## src/common/conv_defines.svh

```systemverilog
`ifndef CONV_DEFINES_SVH
`define CONV_DEFINES_SVH

// Pixel, coefficient and result word width
`define CONV_PIXEL_W 16

// Kernel edge length, square kernel
`define CONV_KERNEL_SIZE 3

// Entries per FIFO, input and output alike
`define CONV_FIFO_DEPTH 16

// Accumulator width
// 32-bit products, nine of them, need 4 guard bits
`define CONV_ACC_W 36

`endif

```

## src/common/conv_data_pkg.sv

```systemverilog
`include "conv_defines.svh"

package conv_data_pkg;

    // One image pixel
    typedef logic [`CONV_PIXEL_W-1:0] pixel_t;

    // One kernel coefficient
    typedef logic [`CONV_PIXEL_W-1:0] coef_t;

    // Clipped convolution result
    typedef logic [`CONV_PIXEL_W-1:0] result_t;

    // Sum of products
    typedef logic [`CONV_ACC_W-1:0] acc_t;

    // Input FIFO entry
    // Top bit is the newline flag, low bits carry pixel or coefficient
    typedef logic [`CONV_PIXEL_W:0] in_entry_t;

endpackage

```

## src/common/conv_ctrl_pkg.sv

```systemverilog
`include "conv_defines.svh"

package conv_ctrl_pkg;

    // Window assembler FSM
    typedef enum logic [1:0] {
        st_idle,
        st_load_kernel,
        st_fill,
        st_stream
    } window_state_t;

    // Words taken within the kernel (0..8) or within a column (0..2)
    typedef logic [$clog2(`CONV_KERNEL_SIZE * `CONV_KERNEL_SIZE + 1)-1:0] tap_count_t;

    // FIFO fill level, 0 up to the full depth
    typedef logic [$clog2(`CONV_FIFO_DEPTH + 1)-1:0] level_t;

endpackage

```

## src/convolution/conv_window.sv

```systemverilog
`include "conv_defines.svh"

module conv_window (
    input  logic                     clk,
    input  logic                     arst_n,
    input  logic                     start,
    input  conv_data_pkg::in_entry_t in_entry,
    input  logic                     in_empty,
    output logic                     in_pop,
    input  conv_ctrl_pkg::level_t    out_level,
    output logic                     win_valid,
    output conv_data_pkg::pixel_t    win_pixels [`CONV_KERNEL_SIZE * `CONV_KERNEL_SIZE],
    output conv_data_pkg::coef_t     kernel [`CONV_KERNEL_SIZE * `CONV_KERNEL_SIZE]
);
    localparam int K    = `CONV_KERNEL_SIZE;
    localparam int TAPS = K * K;

    conv_ctrl_pkg::window_state_t state;
    conv_ctrl_pkg::tap_count_t    tap_cnt;
    conv_ctrl_pkg::tap_count_t    col_cnt;
    conv_data_pkg::pixel_t        word;
    logic                         is_newline;
    logic                         out_room;
    logic                         take_coef;
    logic                         take_pixel;
    logic                         col_done;

    // Split the entry into flag and payload
    assign is_newline = in_entry[`CONV_PIXEL_W];
    assign word       = in_entry[`CONV_PIXEL_W-1:0];

    // Keep two slots free for results still inside the MAC
    assign out_room = (out_level < conv_ctrl_pkg::level_t'(`CONV_FIFO_DEPTH - 2));

    // At most one word per cycle and none while idle
    assign in_pop = start && (state != conv_ctrl_pkg::st_idle) && !in_empty && out_room;

    assign take_coef  = in_pop && !is_newline && (state == conv_ctrl_pkg::st_load_kernel);
    assign take_pixel = in_pop && !is_newline &&
                        ((state == conv_ctrl_pkg::st_fill) ||
                         (state == conv_ctrl_pkg::st_stream));

    // Bottom word of a column
    assign col_done = take_pixel && (tap_cnt == conv_ctrl_pkg::tap_count_t'(K - 1));

    // Control FSM
    always_ff @(posedge clk or negedge arst_n) begin
        if (!arst_n) begin
            state     <= conv_ctrl_pkg::st_idle;
            tap_cnt   <= '0;
            col_cnt   <= '0;
            win_valid <= 1'b0;
        end else begin
            win_valid <= 1'b0;
            if (!start) begin
                // Dropping start aborts whatever is in progress
                state   <= conv_ctrl_pkg::st_idle;
                tap_cnt <= '0;
                col_cnt <= '0;
            end else begin
                case (state)
                    conv_ctrl_pkg::st_idle: begin
                        state   <= conv_ctrl_pkg::st_load_kernel;
                        tap_cnt <= '0;
                    end
                    conv_ctrl_pkg::st_load_kernel: begin
                        // Newline entries skipped here
                        if (take_coef) begin
                            if (tap_cnt == conv_ctrl_pkg::tap_count_t'(TAPS - 1)) begin
                                state   <= conv_ctrl_pkg::st_fill;
                                tap_cnt <= '0;
                                col_cnt <= '0;
                            end else begin
                                tap_cnt <= tap_cnt + 1'b1;
                            end
                        end
                    end
                    conv_ctrl_pkg::st_fill,
                    conv_ctrl_pkg::st_stream: begin
                        if (in_pop && is_newline) begin
                            // New image row so the window starts empty again
                            state   <= conv_ctrl_pkg::st_fill;
                            tap_cnt <= '0;
                            col_cnt <= '0;
                        end else if (col_done) begin
                            tap_cnt <= '0;
                            if (state == conv_ctrl_pkg::st_stream) begin
                                win_valid <= 1'b1;
                            end else if (col_cnt == conv_ctrl_pkg::tap_count_t'(K - 1)) begin
                                // Third column closes the first window
                                state     <= conv_ctrl_pkg::st_stream;
                                win_valid <= 1'b1;
                            end else begin
                                col_cnt <= col_cnt + 1'b1;
                            end
                        end else if (take_pixel) begin
                            tap_cnt <= tap_cnt + 1'b1;
                        end
                    end
                    default: state <= conv_ctrl_pkg::st_idle;
                endcase
            end
        end
    end

    // Kernel and window payload
    always_ff @(posedge clk) begin
        if (take_coef) begin
            kernel[tap_cnt] <= word;
        end
        // One shift per pixel gives column-major order after each full column
        if (take_pixel) begin
            for (int i = 0; i < TAPS - 1; i++) begin
                win_pixels[i] <= win_pixels[i + 1];
            end
            win_pixels[TAPS - 1] <= word;
        end
    end

    // A new window needs room for itself and one result ahead of it in the MAC
    a_out_room: assert property (@(posedge clk) disable iff (!arst_n)
        win_valid |-> (out_level <= conv_ctrl_pkg::level_t'(`CONV_FIFO_DEPTH - 2)))
        else $error("conv_window: window issued without room in output FIFO");

endmodule

```

## config.mk

```make
export PLATFORM = sky130hd
export DESIGN_NAME = conv_window
export DESIGN_NICKNAME = d
export VERILOG_FILES = /design/src/common/conv_data_pkg.sv /design/src/common/conv_ctrl_pkg.sv /design/src/convolution/conv_window.sv
export VERILOG_INCLUDE_DIRS = /design/src /design/src/common
export SDC_FILE = /design/constraint.sdc
export NUM_CORES = 1
export LEC_CHECK = 0
export BUFFER_PORTS_ARGS = -buffer_cell sky130_fd_sc_hd__buf_2
export CELL_PAD_IN_SITES_DETAIL_PLACEMENT = 1
export CELL_PAD_IN_SITES_GLOBAL_PLACEMENT = 1
export CORE_MARGIN = 5
export CORE_UTILIZATION = 45
export CTS_BUF_LIST = sky130_fd_sc_hd__clkbuf_8
export DETAILED_ROUTE_END_ITERATION = 6
export HOLD_SLACK_MARGIN = 0.1
export PLACE_DENSITY = 0.94
export SLEW_MARGIN = 20
export SYNTH_ARGS = -nofsm -noshare
export SYNTH_HDL_FRONTEND = slang
export SYNTH_SLANG_ARGS = --single-unit
```

## constraint.sdc

```tcl
create_clock -name clk -period 24.8 [get_ports clk]
set_clock_uncertainty 0.05 [all_clocks]
set_input_delay 2.48 -clock clk [delete_from_list [all_inputs] [get_ports clk]]
set_output_delay 2.48 -clock clk [all_outputs]
set_load 0.05 [all_outputs]
```

[After elaboration in Yosys (flattened, before gate mapping)]
Cells that the tools add are included.
W data, S select, Z words.
Word-level totals
  flip-flop bits (word level): 299
  input bits: 26
  output and inout bits: 290
Cells by class
  add/subtract/negate cells: 2
  magnitude comparators: 3
  equal/unequal tests: 14
  mux-type cells: 32
  bitwise logic cells: 1
  reduce and logical (&&, ||, !) cells: 18
Operators with widths (number)
  $bwmux W144: 1
  $demux W16 S4: 1
  $mux W4: 13
  $mux W16: 1
  $ne A4 B4 Y1 const B: 4
  $mux W2: 7
  $pmux W4 S3: 1
  $logic_and A1 B1 Y1: 9
  $add A4 B1 Y4 const B: 2
  $eq A4 B2 Y1 const B: 2
  $pmux W4 S2: 1
  $mux W1: 6
  $pmux W2 S3: 1
  $reduce_and A6 Y1: 1
  $ge A5 B5 Y1 const B: 1
  $lt A5 B1 Y1 const B: 1
  $lt A5 B4 Y1 const B: 1
  $ne A5 B5 Y1 const B: 1
  $not A4 Y5: 1
  $reduce_and A5 Y1: 1
  $eq A2 B2 Y1 const B: 2
  $eq A4 B4 Y1 const B: 1
  $ne A3 B1 Y1 const B: 1
  $ne A3 B2 Y1 const B: 1
  8 further kinds: 9

[Logic depth before layout (Yosys ltp)]
  depth after elaboration: 11
  mapped depth: 7

[Worst setup path after synthesis]
Ideal clock, no wire load.
  path kind: input-to-reg
  from: input port out_level[2]
  to: register win_pixels[0] (netlist bit), enable pin
  arrival time: 12.715 ns
  required time: 23.926 ns
  slack: 11.210 ns
  cell stages on the path: 3
  path buffers: 0
  cells stage by stage: a311oi_2 > nand2_1 > nor3_1
On the way
  word-level cells in the longest chain between the ends: 4
RTL lines
  start, declared: line conv_window.sv:10  | input conv_ctrl_pkg::level_t out_level,
  $lt A5 B4 Y1: line conv_window.sv:33  | assign out_room = (out_level < conv_ctrl_pkg::level_t'(`CONV_FIFO_DEPTH - 2));
  $logic_and A1 B1 Y1: line conv_window.sv:36  | assign in_pop = start && (state != conv_ctrl_pkg::st_idle) && !in_empty && out_room;
  $logic_and A1 B1 Y1 (2 in series): line conv_window.sv:39  | assign take_pixel = in_pop && !is_newline &&
  via take_pixel: line conv_window.sv:25  | logic take_pixel;
  end signal, assigned by index: line conv_window.sv:114  | win_pixels[i] <= win_pixels[i + 1];
  end signal, assigned by index: line conv_window.sv:116  | win_pixels[TAPS - 1] <= word;
  end, declared: line conv_window.sv:12  | output conv_data_pkg::pixel_t win_pixels [`CONV_KERNEL_SIZE * `CONV_KERNEL_SIZE],
The timed path passes the listed nets, and every way through them passes these cells.
A chain may end at the register's enable or synchronous reset.

[Worst setup path after layout]
  from: input port out_level[2]
  to: output port in_pop
On the way
  word-level cells in the longest chain between the ends: 2
RTL lines
  $lt A5 B4 Y1: line conv_window.sv:33
  $logic_and A1 B1 Y1: line conv_window.sv:36
  end, declared: line conv_window.sv:9  | output logic in_pop,
No other way between the ends.

==> flow_summary.ini <==
[detailed_routing]
routed_wl_mm = 27.9
initialDrtViolationCount = 424
first_pass_iters = 4
via_per_inst = 5.01
ant_nets = 0
route.detailed.drc = 0
vias = 5346
routedWlPerCell_um = 26.1

[min_path]
hold_path_end = win_pixels[67]
hold_start = win_pixels[51]
holdPathStages = 0
hold_class = reg -> reg

[layout]
fin_nets = 789
diodes = 0
design_area_um2 = 12400
layout_common_cells = buf_2, edfxtp_1, clkbuf_8
layout_commonest_cell = buf_2
area_growth_pct = 29.6
drive_above_1_share_pct = 49.4

[timing]
finalCritPeriodShare_pct = 24.6
fmax_mhz = 164
period_needed_ns = 6.11
setup_violations = 0
max_slew_margin_pct = 25.8
setup_tns_ns = 0
grt_setup_unrepaired = no
finalMaxSlewViolations = 0
final-hold-violation-count = 0
worstMarginPinSlew_ns = 1.11

[critical_path]
crit_path_frequent_cell = buf_2
reg2reg_depth = 5
cpLargestDelayFamily = buffers and inverters
cp.arrival_ns = 3.58
cp_num_buf_inv = 3
path_max_fanout = 5
rrSetupSlack_ns = 21.84
crit_type = in -> out
crit_slowest_cell = a311oi_2
start_kind = input pin
r2r_end = kernel[43]
max_stage_delay_ns = 0.42
timing.rr.start = state[1]
cp_cell_sequence = buf_2 > a311oi_2 > nand2_1 > inv_1 > buf_2
endpoint_kind = output pin
worstPathRequired_ns = 22.27

[synth]
yosysUniqueCellTypes = 42
ys_ff_latch = 299
syn-cell-area_um2 = 9550
mappedNetlistNets = 420
synth-edff-count = 288
avgSynthCellArea_um2 = 24.6
ys_seq_area_share_pct = 93.4
yosys_most_used_dff = edfxtp_1
yosysWarnings = 0
synth_cells = 388
postSynth.asyncResetShare_pct = 3.68

[clocking]
insertion_delay_ns = 0.55
cts_max_level = 2
ctsResizeCount = 0
cts_buffers = 47
clock_sinks = 299
post-cts-setup-buffers = 0
cts_root_buf = clkbuf_8
postCtsHoldBufs = 0
path_clk_slew_ns = 0.06
clk_path_buf_depth = 3
cts_tree = done

[floorplan]
die_h_um = 156
dieArea_um2 = 24200
boundaryPins = 316
row_count = 53
core_um2 = 21000
initial_core_util_pct = 45.6
die_x_um = 156

[global_route]
grt_max_degree = 71
grt_pass1_wl_mm = 39.2
groute.usage.overall_pct = 22.3
antenna_found_initial = 0
grt_pass1_vias = 5631
grt_overflow = 0

[run_status]
status = completed

[place]
port_buffers = 314
gp_congestion = 0.820
place_area_um2 = 11500
dp_hpwl_mm = 19.1

[pwr]
ir_worst_vdd_v = 0.0000333
power_mw = 0.947
power.leakage_nw = 4.74
p_per_area_nw_per_um2 = 76.5

[run]
max_cap_violations = 0
## routing by layer
layer	share of wire (%)	global-route usage, %	vias up	wire (um)
met1	34	24.8	2696	9440
li1	-	-	2296	-
met3	9.6	6.32	43	2680
met2	54	41.5	311	15100
met5	0	0	-	0
met4	2.3	7.04	0	647
## where the power goes
part / total (mW) / internal [mW] / switching [mW]
sequential: 0.551 / 0.550 / 0.000637
combinational: 0.0110 / 0.00301 / 0.00804
clock: 0.385 / 0.199 / 0.187
## stage by stage
| stage | hold slack [ns] | worst slack, ns | std cells | util, % |
|---|---|---|---|---|
| 2_1_floorplan | 0.415 | 11.21 | 388 | - |
| 3_3_place_gp | 0.372 | 18.73 | 982 | 54.9 |
| 3_5_place_dp | 0.377 | 18.69 | 982 | 54.9 |
| 4_1_cts | 0.371 | 18.70 | 1067 | 59.0 |
| 5_1_grt | 0.386 | 18.58 | 1068 | 59.1 |
| 6_report | 0.375 | 18.69 | 1068 | 59.1 |
## synth_stat cells (2+ instances only)
cell type | instances | share of area [%]
a21boi_0 | 2 | 0.16
a21o_1 | 4 | 0.31
a21oi_1 | 3 | 0.16
a31oi_1 | 3 | 0.20
and2_1 | 9 | 0.59
clkbuf_8 | 2 | 0.29
dfrtp_1 | 11 | 2.9
edfxtp_1 | 288 | 91
ha_1 | 6 | 0.79
inv_1 | 6 | 0.24
nand2_1 | 8 | 0.31
nand3_1 | 4 | 0.21
nand4_1 | 2 | 0.13
nor2_1 | 6 | 0.24
nor3_1 | 2 | 0.10
o21a_1 | 2 | 0.16
o21ai_0 | 3 | 0.16
o21ai_1 | 2 | 0.10
or3_1 | 2 | 0.13
## cell type report
type | count | area, um2
clock buffers | 47 | 647
clock inverters | 38 | 214
fillers | 1946 | 8580
inverters | 6 | 22.5
multi-input cells | 81 | 587
flip-flops and latches | 299 | 8920
well taps | 275 | 344
repair buffers | 322 | 1640
## flip-flops by register name, indices dropped and copies added (netlist names)
| register | cells |
|---|---|
| kernel | 144 |
| tap_cnt | 4 |
| win_pixels | 144 |
| state | 2 |
| win_valid | 1 |
| col_cnt | 4 |
## cell families after synthesis
family / Yosys count / share of synthesized area, %
AND/OR/NAND/NOR: 47 / 3.00
buffers and inverters: 8 / 0.524
flip-flops: 299 / 93.4
AO/OA/AOI/OAI: 26 / 1.99
multiplexers: 2 / 0.262
adder cells (fa/ha/maj): 6 / 0.786
## how the worst max path moves through the flow
| stage | start | end | cells after the start |
|---|---|---|---|
| 2_1_floorplan | out_level[2] | win_pixels[0] | 3 |
| 3_3_place_gp | out_level[2] | in_pop | 5 |
| 3_5_place_dp | out_level[2] | in_pop | 5 |
| 4_1_cts | out_level[2] | in_pop | 5 |
| 5_1_grt | out_level[2] | in_pop | 5 |
| 6_report | out_level[2] | in_pop | 5 |
No activity file was read; power rests on OpenSTA's default activity.
