===== src/common/conv_defines.svh =====
`ifndef CONV_DEFINES_SVH
`define CONV_DEFINES_SVH

// Pixel, coefficient and result word width
`define CONV_PIXEL_W 16

// Kernel edge length, square kernel
`define CONV_KERNEL_SIZE 3

// Entries per FIFO, input and output alike
`define CONV_FIFO_DEPTH 16

// Accumulator width
// 32-bit products, nine of them, need 4 guard bits
`define CONV_ACC_W 36

`endif


===== src/common/conv_ctrl_pkg.sv =====
`include "conv_defines.svh"

package conv_ctrl_pkg;

    // Window assembler FSM
    typedef enum logic [1:0] {
        st_idle,
        st_load_kernel,
        st_fill,
        st_stream
    } window_state_t;

    // Words taken within the kernel (0..8) or within a column (0..2)
    typedef logic [$clog2(`CONV_KERNEL_SIZE * `CONV_KERNEL_SIZE + 1)-1:0] tap_count_t;

    // FIFO fill level, 0 up to the full depth
    typedef logic [$clog2(`CONV_FIFO_DEPTH + 1)-1:0] level_t;

endpackage


===== src/verilog/conv_fifo.sv =====
`include "conv_defines.svh"

module conv_fifo #(
    parameter int WIDTH = `CONV_PIXEL_W
) (
    input  logic                  clk,
    input  logic                  arst_n,
    input  logic                  push,
    input  logic [WIDTH-1:0]      push_data,
    input  logic                  pop,
    output logic [WIDTH-1:0]      pop_data,
    output logic                  full,
    output logic                  empty,
    output conv_ctrl_pkg::level_t level
);
    localparam int DEPTH = `CONV_FIFO_DEPTH;
    localparam int PTR_W = $clog2(DEPTH);

    logic [WIDTH-1:0] mem [DEPTH];
    logic [PTR_W-1:0] wr_ptr;
    logic [PTR_W-1:0] rd_ptr;
    logic             do_push;
    logic             do_pop;

    // Flags straight from the fill level
    assign full  = (level == conv_ctrl_pkg::level_t'(DEPTH));
    assign empty = (level == '0);

    // Qualified strobes, illegal requests fall away here
    assign do_push = push && !full;
    assign do_pop  = pop && !empty;

    // First word fall through, head entry always on the output
    assign pop_data = mem[rd_ptr];

    // Storage
    always_ff @(posedge clk) begin
        if (do_push) begin
            mem[wr_ptr] <= push_data;
        end
    end

    // Pointers and level
    always_ff @(posedge clk or negedge arst_n) begin
        if (!arst_n) begin
            wr_ptr <= '0;
            rd_ptr <= '0;
            level  <= '0;
        end else begin
            if (do_push) begin
                wr_ptr <= (wr_ptr == PTR_W'(DEPTH - 1)) ? '0 : wr_ptr + 1'b1;
            end
            if (do_pop) begin
                rd_ptr <= (rd_ptr == PTR_W'(DEPTH - 1)) ? '0 : rd_ptr + 1'b1;
            end
            // Simultaneous push and pop leaves the level unchanged
            case ({do_push, do_pop})
                2'b10:   level <= level + 1'b1;
                2'b01:   level <= level - 1'b1;
                default: level <= level;
            endcase
        end
    end

    // Producer must honour full, for the output FIFO this is the window back-pressure
    a_no_overflow: assert property (@(posedge clk) disable iff (!arst_n) push |-> !full)
        else $error("conv_fifo: push while full");

    // Consumer must honour empty
    a_no_underflow: assert property (@(posedge clk) disable iff (!arst_n) pop |-> !empty)
        else $error("conv_fifo: pop while empty");

endmodule


===== config.mk =====
export PLATFORM = sky130hd
export DESIGN_NAME = conv_fifo
export DESIGN_NICKNAME = d
export VERILOG_FILES = /design/src/common/conv_ctrl_pkg.sv /design/src/verilog/conv_fifo.sv
export VERILOG_INCLUDE_DIRS = /design/src /design/src/common
export SDC_FILE = /design/constraint.sdc
export NUM_CORES = 1
export LEC_CHECK = 0
export ABC_AREA = 0
export BUFFER_PORTS_ARGS = -buffer_cell sky130_fd_sc_hd__buf_2
export CORE_MARGIN = 2
export CORE_UTILIZATION = 49
export CTS_CLUSTER_DIAMETER = 80
export CTS_CLUSTER_SIZE = 16
export DETAILED_ROUTE_END_ITERATION = 12
export PLACE_DENSITY = 0.73
export RECOVER_POWER = 100
export SLEW_MARGIN = 20
export SYNTH_ARGS = -nofsm -noshare
export SYNTH_HDL_FRONTEND = slang
export SYNTH_SLANG_ARGS = --single-unit

===== constraint.sdc =====
create_clock -name clk -period 7.5 [get_ports clk]
set_input_delay 0 -clock clk [delete_from_list [all_inputs] [get_ports clk]]
set_output_delay 0 -clock clk [all_outputs]
set_load 0.03 [all_outputs]

# Word level (Yosys, flattened, before mapping)
# Memories as Yosys holds them, arrays and structs flattened.
# Cells that the tools add are included.
[word_totals]
ramBits = 256
n_memories = 1
regBits = 13
out_inout_bits = 23
[op_classes]
reduce_logical = 6
eq_ne = 5
addsub = 4
mux = 5
[mem_list]
columns = ["memory", "depth", "word_bits", "rd", "rd_ports_with_merged_regs", "wr", "line", "source"]
rows = [
  ["mem", 16, 16, 1, 0, 1, "conv_fifo.sv:19", "logic [WIDTH-1:0] mem [DEPTH];"],
]
[ops]
columns = ["operator", "n"]
rows = [
  ["5-bit one-hot mux with 2 select lines", 1],
  ["4-bit by 1-bit adder with 4-bit output (second input constant)", 2],
  ["4-bit equality test (second input constant)", 2],
  ["4-bit 2-to-1 mux", 2],
  ["5-bit by 1-bit adder with 5-bit output (second input constant)", 1],
  ["5-bit equality test (second input constant)", 1],
  ["5-bit logical NOT", 1],
  ["5-bit by 1-bit subtractor with 5-bit output (second input constant)", 1],
  ["2-bit by 1-bit equality test with 1-bit output (second input constant)", 1],
  ["2-bit equality test (second input constant)", 1],
  ["1-bit logical AND", 2],
  ["1-bit logical NOT", 2],
  ["1-bit 2-to-1 mux", 2],
  ["2-bit nonzero test", 1],
]

# Longest topological paths before layout
# Gate-level depths: netlist of run 1.
[logic_depth]
word_depth = 5
ltp_mapped = 10
mapped_depth_nobuf = 9

# Worst setup path before layout of run 1
# No wires, ideal clock.
[synth_path]
path_type = "flip-flop to flip-flop"
from = "register level[0]"
to = "memory mem[0][0] in the netlist's numbering (enable)"
path_slack_ns = 4.720
t_required_ns = 7.091
t_arrival_ns = 2.371
path_buffers = 1
path_stages_with_launch = 6
setup_ns = 0.409
path_cell_list = "dfrtp_1 -> nor4_1 -> a21boi_0 -> buf_2 -> nand2_1 -> nor3_1"
[synth_via]
elab_chain_cells = 5
[synth_rtl]
columns = ["element", "line", "source"]
rows = [
  ["start, declared", "conv_fifo.sv:14", "output conv_ctrl_pkg::level_t level"],
  ["start signal, assigned", "conv_fifo.sv:58", "2'b10: level <= level + 1'b1;"],
  ["start signal, assigned", "conv_fifo.sv:59", "2'b01: level <= level - 1'b1;"],
  ["start signal, assigned", "conv_fifo.sv:60", "default: level <= level;"],
  ["5-bit equality test", "conv_fifo.sv:26", "assign full = (level == conv_ctrl_pkg::level_t'(DEPTH));"],
  ["1-bit logical NOT", "conv_fifo.sv:30", "assign do_push = push && !full;"],
  ["1-bit logical AND", "conv_fifo.sv:30", ""],
  ["1-bit 2-to-1 mux", "conv_fifo.sv:38", "if (do_push) begin"],
  ["1-bit 2-to-1 mux (not written as such)", "conv_fifo.sv:39", "mem[wr_ptr] <= push_data;"],
  ["end, declared", "conv_fifo.sv:19", ""],
]
# No other way between the ends.

# Worst setup path after layout of run 1
[layout_path]
from = "register rd_ptr[1]"
to = "output pop_data[7]"
[layout_via]
elab_chain_cells = 1
[layout_rtl]
columns = ["element", "line", "source"]
rows = [
  ["start, declared", "conv_fifo.sv:21", "logic [PTR_W-1:0] rd_ptr;"],
  ["start signal, assigned", "conv_fifo.sv:54", "rd_ptr <= (rd_ptr == PTR_W'(DEPTH - 1)) ? '0 : rd_ptr + 1'b1;"],
  ["memory read 16 x 16 bit", "n/a", ""],
  ["end, declared", "conv_fifo.sv:11", "output logic [WIDTH-1:0] pop_data,"],
]
# No other way between the ends.

==> results of run 1 <==
power groups by stage:
stage	logic (W)	registers [W]	clock network (W)
2_1_floorplan	0.00115	0.00192	0
3_3_place_gp	0.00150	0.00196	0
3_5_place_dp	0.00153	0.00197	0
4_1_cts	0.00154	0.00194	0.00100
5_1_grt	0.00163	0.00196	0.00106
6_report	0.00151	0.00194	0.000988
registers in the layout, indices dropped and copies added, names as in the netlist:
register,flops
wr_ptr,4
rd_ptr,4
mem,256
level,5
final cells by class:
class / count / area, µm²
Clock inverter: 1 / 5.005
Sequential cell: 269 / 8018
Tap cell: 280 / 350.3
Clock buffer: 28 / 551.8
Inverter: 4 / 15.01
Multi-Input combinational cell: 222 / 2485
Timing Repair Buffer: 77 / 429.2
Fill cell: 1677 / 9767
tightest hold or removal path: stages:
cell	delay [ns]
buf_2	0.10
a21boi_0	0.29
nand2_1	0.14
o21ai_0	0.07
cell usage in the layout, fill, tap and decap left out, drive strengths merged, types with 3 or more instances in the layout:
cell type    count
edfxtp         256
clkbuf          77
mux2i           49
mux4            48
o21ai           21
dlygate4sd3     19
a22oi           16
a32oi           16
nor2            15
dfrtp           13
nand2           10
ha               9
buf              9
nor3             5
xnor2            5
inv              4
a21oi            3
nand3            3
a21o             3
mux2             3
worst max path at each step:
stage	from	to	slack [ns]	cells past startpoint
detailed placement	level[0]	mem[7][10]	4.52	5
global route	rd_ptr[1]	pop_data[8]	2.10	6
floorplan	level[0]	mem[0][0]	4.72	5
finish	rd_ptr[1]	pop_data[7]	2.45	6
global placement	level[0]	mem[7][6]	4.25	5
CTS	rd_ptr[0]	pop_data[7]	4.08	7
metal layers:
metal / global-route usage / wire length, µm / vias to the layer above / part of all wire
li1: - / - / 2306 / -
met1: 0.2792 / 9135 / 2772 / 0.41
met5: 0 / 0 / - / 0
met4: 0.05370 / 400 / 0 / 0.018
met3: 0.03982 / 1630 / 25 / 0.074
met2: 0.3243 / 10880 / 228 / 0.49
metrics by stage:
| step | utilization | power, W | cells | hold WS (ns) | setup slack, ns |
|---|---|---|---|---|---|
| 4_1_cts | 0.5542 | 0.004490 | 881 | 0.05380 | 4.082 |
| 3_5_place_dp | 0.5196 | 0.003503 | 833 | -0.09478 | 4.521 |
| 2_1_floorplan | - | 0.003069 | 524 | -0.2956 | 4.720 |
| 5_1_grt | 0.5483 | 0.004647 | 881 | 0.2040 | 2.096 |
| 3_3_place_gp | 0.5196 | 0.003458 | 833 | -0.09983 | 4.246 |
| 6_report | 0.5483 | 0.004441 | 881 | 0.1550 | 2.445 |
kinds of logic (layout without fill, tap and decap cells):
family,count (synthesis),after routing,share of synthesized area
AOI/OAI and AO/OA,65,65,0.04272
xor gates and xnor gates,6,6,0.004915
adders and majority gates,10,10,0.01241
buffers and inverters,33,110,0.01779
DFF,269,269,0.7494
muxes,100,100,0.1551
and+or+nand+nor,41,41,0.01767
==> metrics.txt, run 1 <==
status finished with violations; failing checks capacitance limit, slew limit; hold buffer count at CTS 19; Relative slew margins -0.9587; EDFF count, synth 256; area delta synth->final 10.87%; count leader, synth edfxtp_1; row cnt 54; drt drc 0; Total Nets Final 624; clock-pin slew on the worst setup and hold paths 0.07 ns; Max clock buf depth 3; number of global-route vias before repair 5378; fin crit period 5.055 ns; CP most frequent cell clkbuf_1; async set-reset flop share out of synthesis 0.04833; share of cells above drive strength 1 0.1231; hold worst-path end wr_ptr[1]; Sw Ratio 0.3450; number of vias per cell 6.051; top_reg_cell synth edfxtp_1; Ant. Diodes 0; 1st-iter DRT viols 664; Worst Setup End Kind output pin; CP top delay family buffers and inverters; sequential share of the synthesized area 0.7494; clk root buf clkbuf_16; Final TNS setup 0 ns; CTS sink cnt 269; Initial Util 0.4945; H-tree levels 1; largest net degree at the start of global routing 56; r2r startpoint rd_ptr[1]; CTS tree done; die extent in y 151.7 µm; antenna violations before repair 0; final critical-path share of the clock period 0.6740; reg2reg end rd_ptr[0]; ANT nets after route 0; HPWL after detailed placement 13810 µm; RSZ-0062 raised after global routing no; Slowest Stage Delay on Critical Path 2.12 ns; syn_area_per_cell 20.40 µm²; mapped cell area 0.01069 mm²; Synth cell types 40; Max Cap Violations 6; GP Congestion 0.8683; CP Class register to output pin; Synth top area share 0.7190; P_leak 3.834 nW; first-pass GRT wire length 33390 µm; Clk pwr share 0.223; Cell Chain, Critical Path clkbuf_1 -> mux2i_1 -> a22oi_1 -> a32oi_1 -> o21ai_1 -> clkbuf_1; Die Wd 151.7 µm; Mapped Cells 524; Worst EP arrival 5.05 ns; sw power 0.001532 W; gr usage total 0.1994; Inserted Clock Buffers 20; Synth Register Bits 269; Setup Fix Bufs, Post-CTS 0; drt first pass iters 4; Seq pwr share 0.438; synth cell count leaders edfxtp_1, mux2i_1, mux4_2; hold path startpoint push; R2R depth 4; worst hold path class input port to register; worst slew pin tran 2.938 ns; Via Count 5331; grt ovf 0; Die ar. 0.02302 mm²; final-report max-slew violation count 132; Yosys top cell by area edfxtp_1; Gate power share 0.340; CP bufs+invs 2; PD cells 374.7 mW/mm²; DP Area 0.01123 mm²; clock latency on the worst-skew pair 0.50 ns; Pint 0.002909 W; Highest Clock Rate 197.8 MHz; Setup-failing EPs final 0; Post-Route WL 22040 µm; final hold violations 0; WHS Path Cells 4; setup slack, reg-to-reg 3.42 ns; Crit Path Max Fanout 46; Worst Setup Start Kind register; wire per inst 25.02 µm; synth top area cells edfxtp_1, mux4_2, mux2i_1, dfrtp_1, mux4_1; finished layout cell area 0.01185 mm²; number of port buffers 42; Slowest cell on crit path clkbuf_1; Resized Gates After CTS 0; Worst EP required 7.50 ns; core area 0.02162 mm²; syn_nets 554; Ports 43; Clock Skews 0.01086 ns; Max IR drop VDD 0.0002143 V; synth warn 0
No activity file was read; power rests on OpenSTA's default activity.
==> inputs of run 2 (changes only) <==
==> constraint.sdc (replaced) <==
create_clock -name clk -period 5.2 [get_ports clk]
set_input_delay 0 -clock clk [delete_from_list [all_inputs] [get_ports clk]]
set_output_delay 0 -clock clk [all_outputs]
set_load 0.03 [all_outputs]
==> run 2 against run 1 <==
The flow still finishes with violations (capacitance limit, slew limit); cell count did not move; sequential share of layout area barely moved; hold slack improved by 0.028 ns; die area did not move; highest routed layer unchanged.
==> metrics.txt, run 2 (synthesis gave the netlist of run 1 again) <==
status finished with violations; failing checks capacitance limit, slew limit; Inserted Clock Buffers 20; Highest Clock Rate 253.8 MHz; Die Wd 151.7 µm; clock-pin slew on the worst setup and hold paths 0.07 ns; Worst Setup End Kind output pin; worst hold path class input port to register; number of global-route vias before repair 5322; 1st-iter DRT viols 497; Max Cap Violations 10; largest net degree at the start of global routing 65; r2r startpoint level[0]; hold worst-path end wr_ptr[1]; Worst Setup Start Kind register; most frequent cells in the layout edfxtp_1, clkbuf_1, mux2i_1, mux4_2, clkbuf_16; Initial Util 0.4945; H-tree levels 1; grt ovf 0; RSZ-0062 raised after global routing no; register with the most flip-flops mem; Worst EP arrival 3.94 ns; clock latency on the worst-skew pair 0.50 ns; Post-Route WL 21610 µm; core area 0.02162 mm²; met3 WL 1600 µm; GP Congestion 0.7663; worst slew pin tran 1.918 ns; setup slack, reg-to-reg 1.47 ns; fin crit period 3.940 ns; total power 0.006341 W; ANT nets after route 0; CP Class register to output pin; Finished Layout Cells 881; Ports 43; number of port buffers 42; final-report max-slew violation count 153; Resized Gates After CTS 0; P_leak 3.836 nW; WHS Path Cells 5; top flop regs mem: 256 flops, level: 5 flops; Worst EP required 5.20 ns; HPWL after detailed placement 13110 µm; die extent in y 151.7 µm; clk root buf clkbuf_16; area delta synth->final 10.86%; final hold violations 0; commonest non-fill, non-tap cell in the layout edfxtp_1; Crit Path Max Fanout 31; PD cells 535.0 mW/mm²; Setup-failing EPs final 0; number of vias per cell 6.045; drt first pass iters 5; wire per inst 24.53 µm; Final TNS setup 0 ns; Total Nets Final 625; Largest register FFs 256; drt drc 0; Clock Skews 0.007609 ns; Cell Count Post-Placement 834; Die ar. 0.02302 mm²; Max clock buf depth 3; hold path startpoint push; final critical-path share of the clock period 0.7576; R2R depth 6; first-pass GRT wire length 32530 µm; CTS sink cnt 269; uppermost layer routed met4; WL met1 9165 µm; reg2reg end mem[1][1]; share of cells above drive strength 1 0.1215; Ant. Diodes 0; met2 WL 10520 µm; Via Count 5326; gr usage total 0.1921; CTS tree done; Relative slew margins -0.2837; row cnt 54; Max IR drop VDD 0.0004196 V; antenna violations before repair 0
-- run 2: changes by cell type in the layout (fill, tap and decap cells not counted), sizes merged --
cell    change
clkbuf      -1
buf         +1
-- run 2: worst max path at each step --
stage	from	to	slack [ns]
2_1_floorplan	level[0]	mem[0][0]	2.42
3_3_place_gp	rd_ptr[0]	pop_data[11]	2.32
3_5_place_dp	rd_ptr[0]	pop_data[7]	2.33
4_1_cts	rd_ptr[0]	pop_data[7]	1.79
5_1_grt	rd_ptr[0]	pop_data[0]	0.95
6_report	rd_ptr[0]	pop_data[7]	1.26
-- run 2: layout make-up --
cell class	instances	area [µm²]
fillers	1658	9768
inverters	4	15.01
repair buffers	78	436.7
clock buffers	27	548.0
flip-flops and latches	269	8016
multi-input cells	222	2481
well taps	280	350.3
clock inverters	1	5.005
-- run 2: where the power goes --
group | switching (W) | internal (W) | leakage [nW] | total (W)
sequential | 0.000287 | 0.00262 | 2.47 | 0.00290
combinational | 0.00121 | 0.000813 | 1.10 | 0.00203
clock | 0.000678 | 0.000732 | 0.270 | 0.00141
total | 0.00218 | 0.00416 | 3.84 | 0.00634
-- run 2: worst max-delay path: stages (launching register included) --
cell and delay [ns]:
dfrtp_1 1.54, buf_4 0.65, mux4_1 0.63, a32oi_1 0.23
o21ai_1 0.12, clkbuf_1 0.25
-- run 2: through the flow --
step                      worst slack, ns  cell area (µm²)  hold slack, ns    util
after detailed placement            2.329            11250        -0.09099  0.5202
final                               1.261            11850          0.1832  0.5482
after CTS                           1.787            11990         0.04411  0.5546
after floorplan                     2.420            10690         -0.2956       -
after global routing               0.9494            11850          0.2488  0.5482
after global placement              2.317            11240         -0.1027  0.5200
-- run 2: layer usage --
metal  GRT usage  vias to the layer above
met2      0.3115                      223
met3     0.02665                       32
met5           0                        -
met1      0.2822                     2774
met4     0.04259                        0
li1            -                     2297
-- run 2: what timing repair did --
action / in CTS / in global routing
buffers inserted: 0 / 0
hold buffers: 19 / 0
endpoints found under the hold margin: 273 / 0
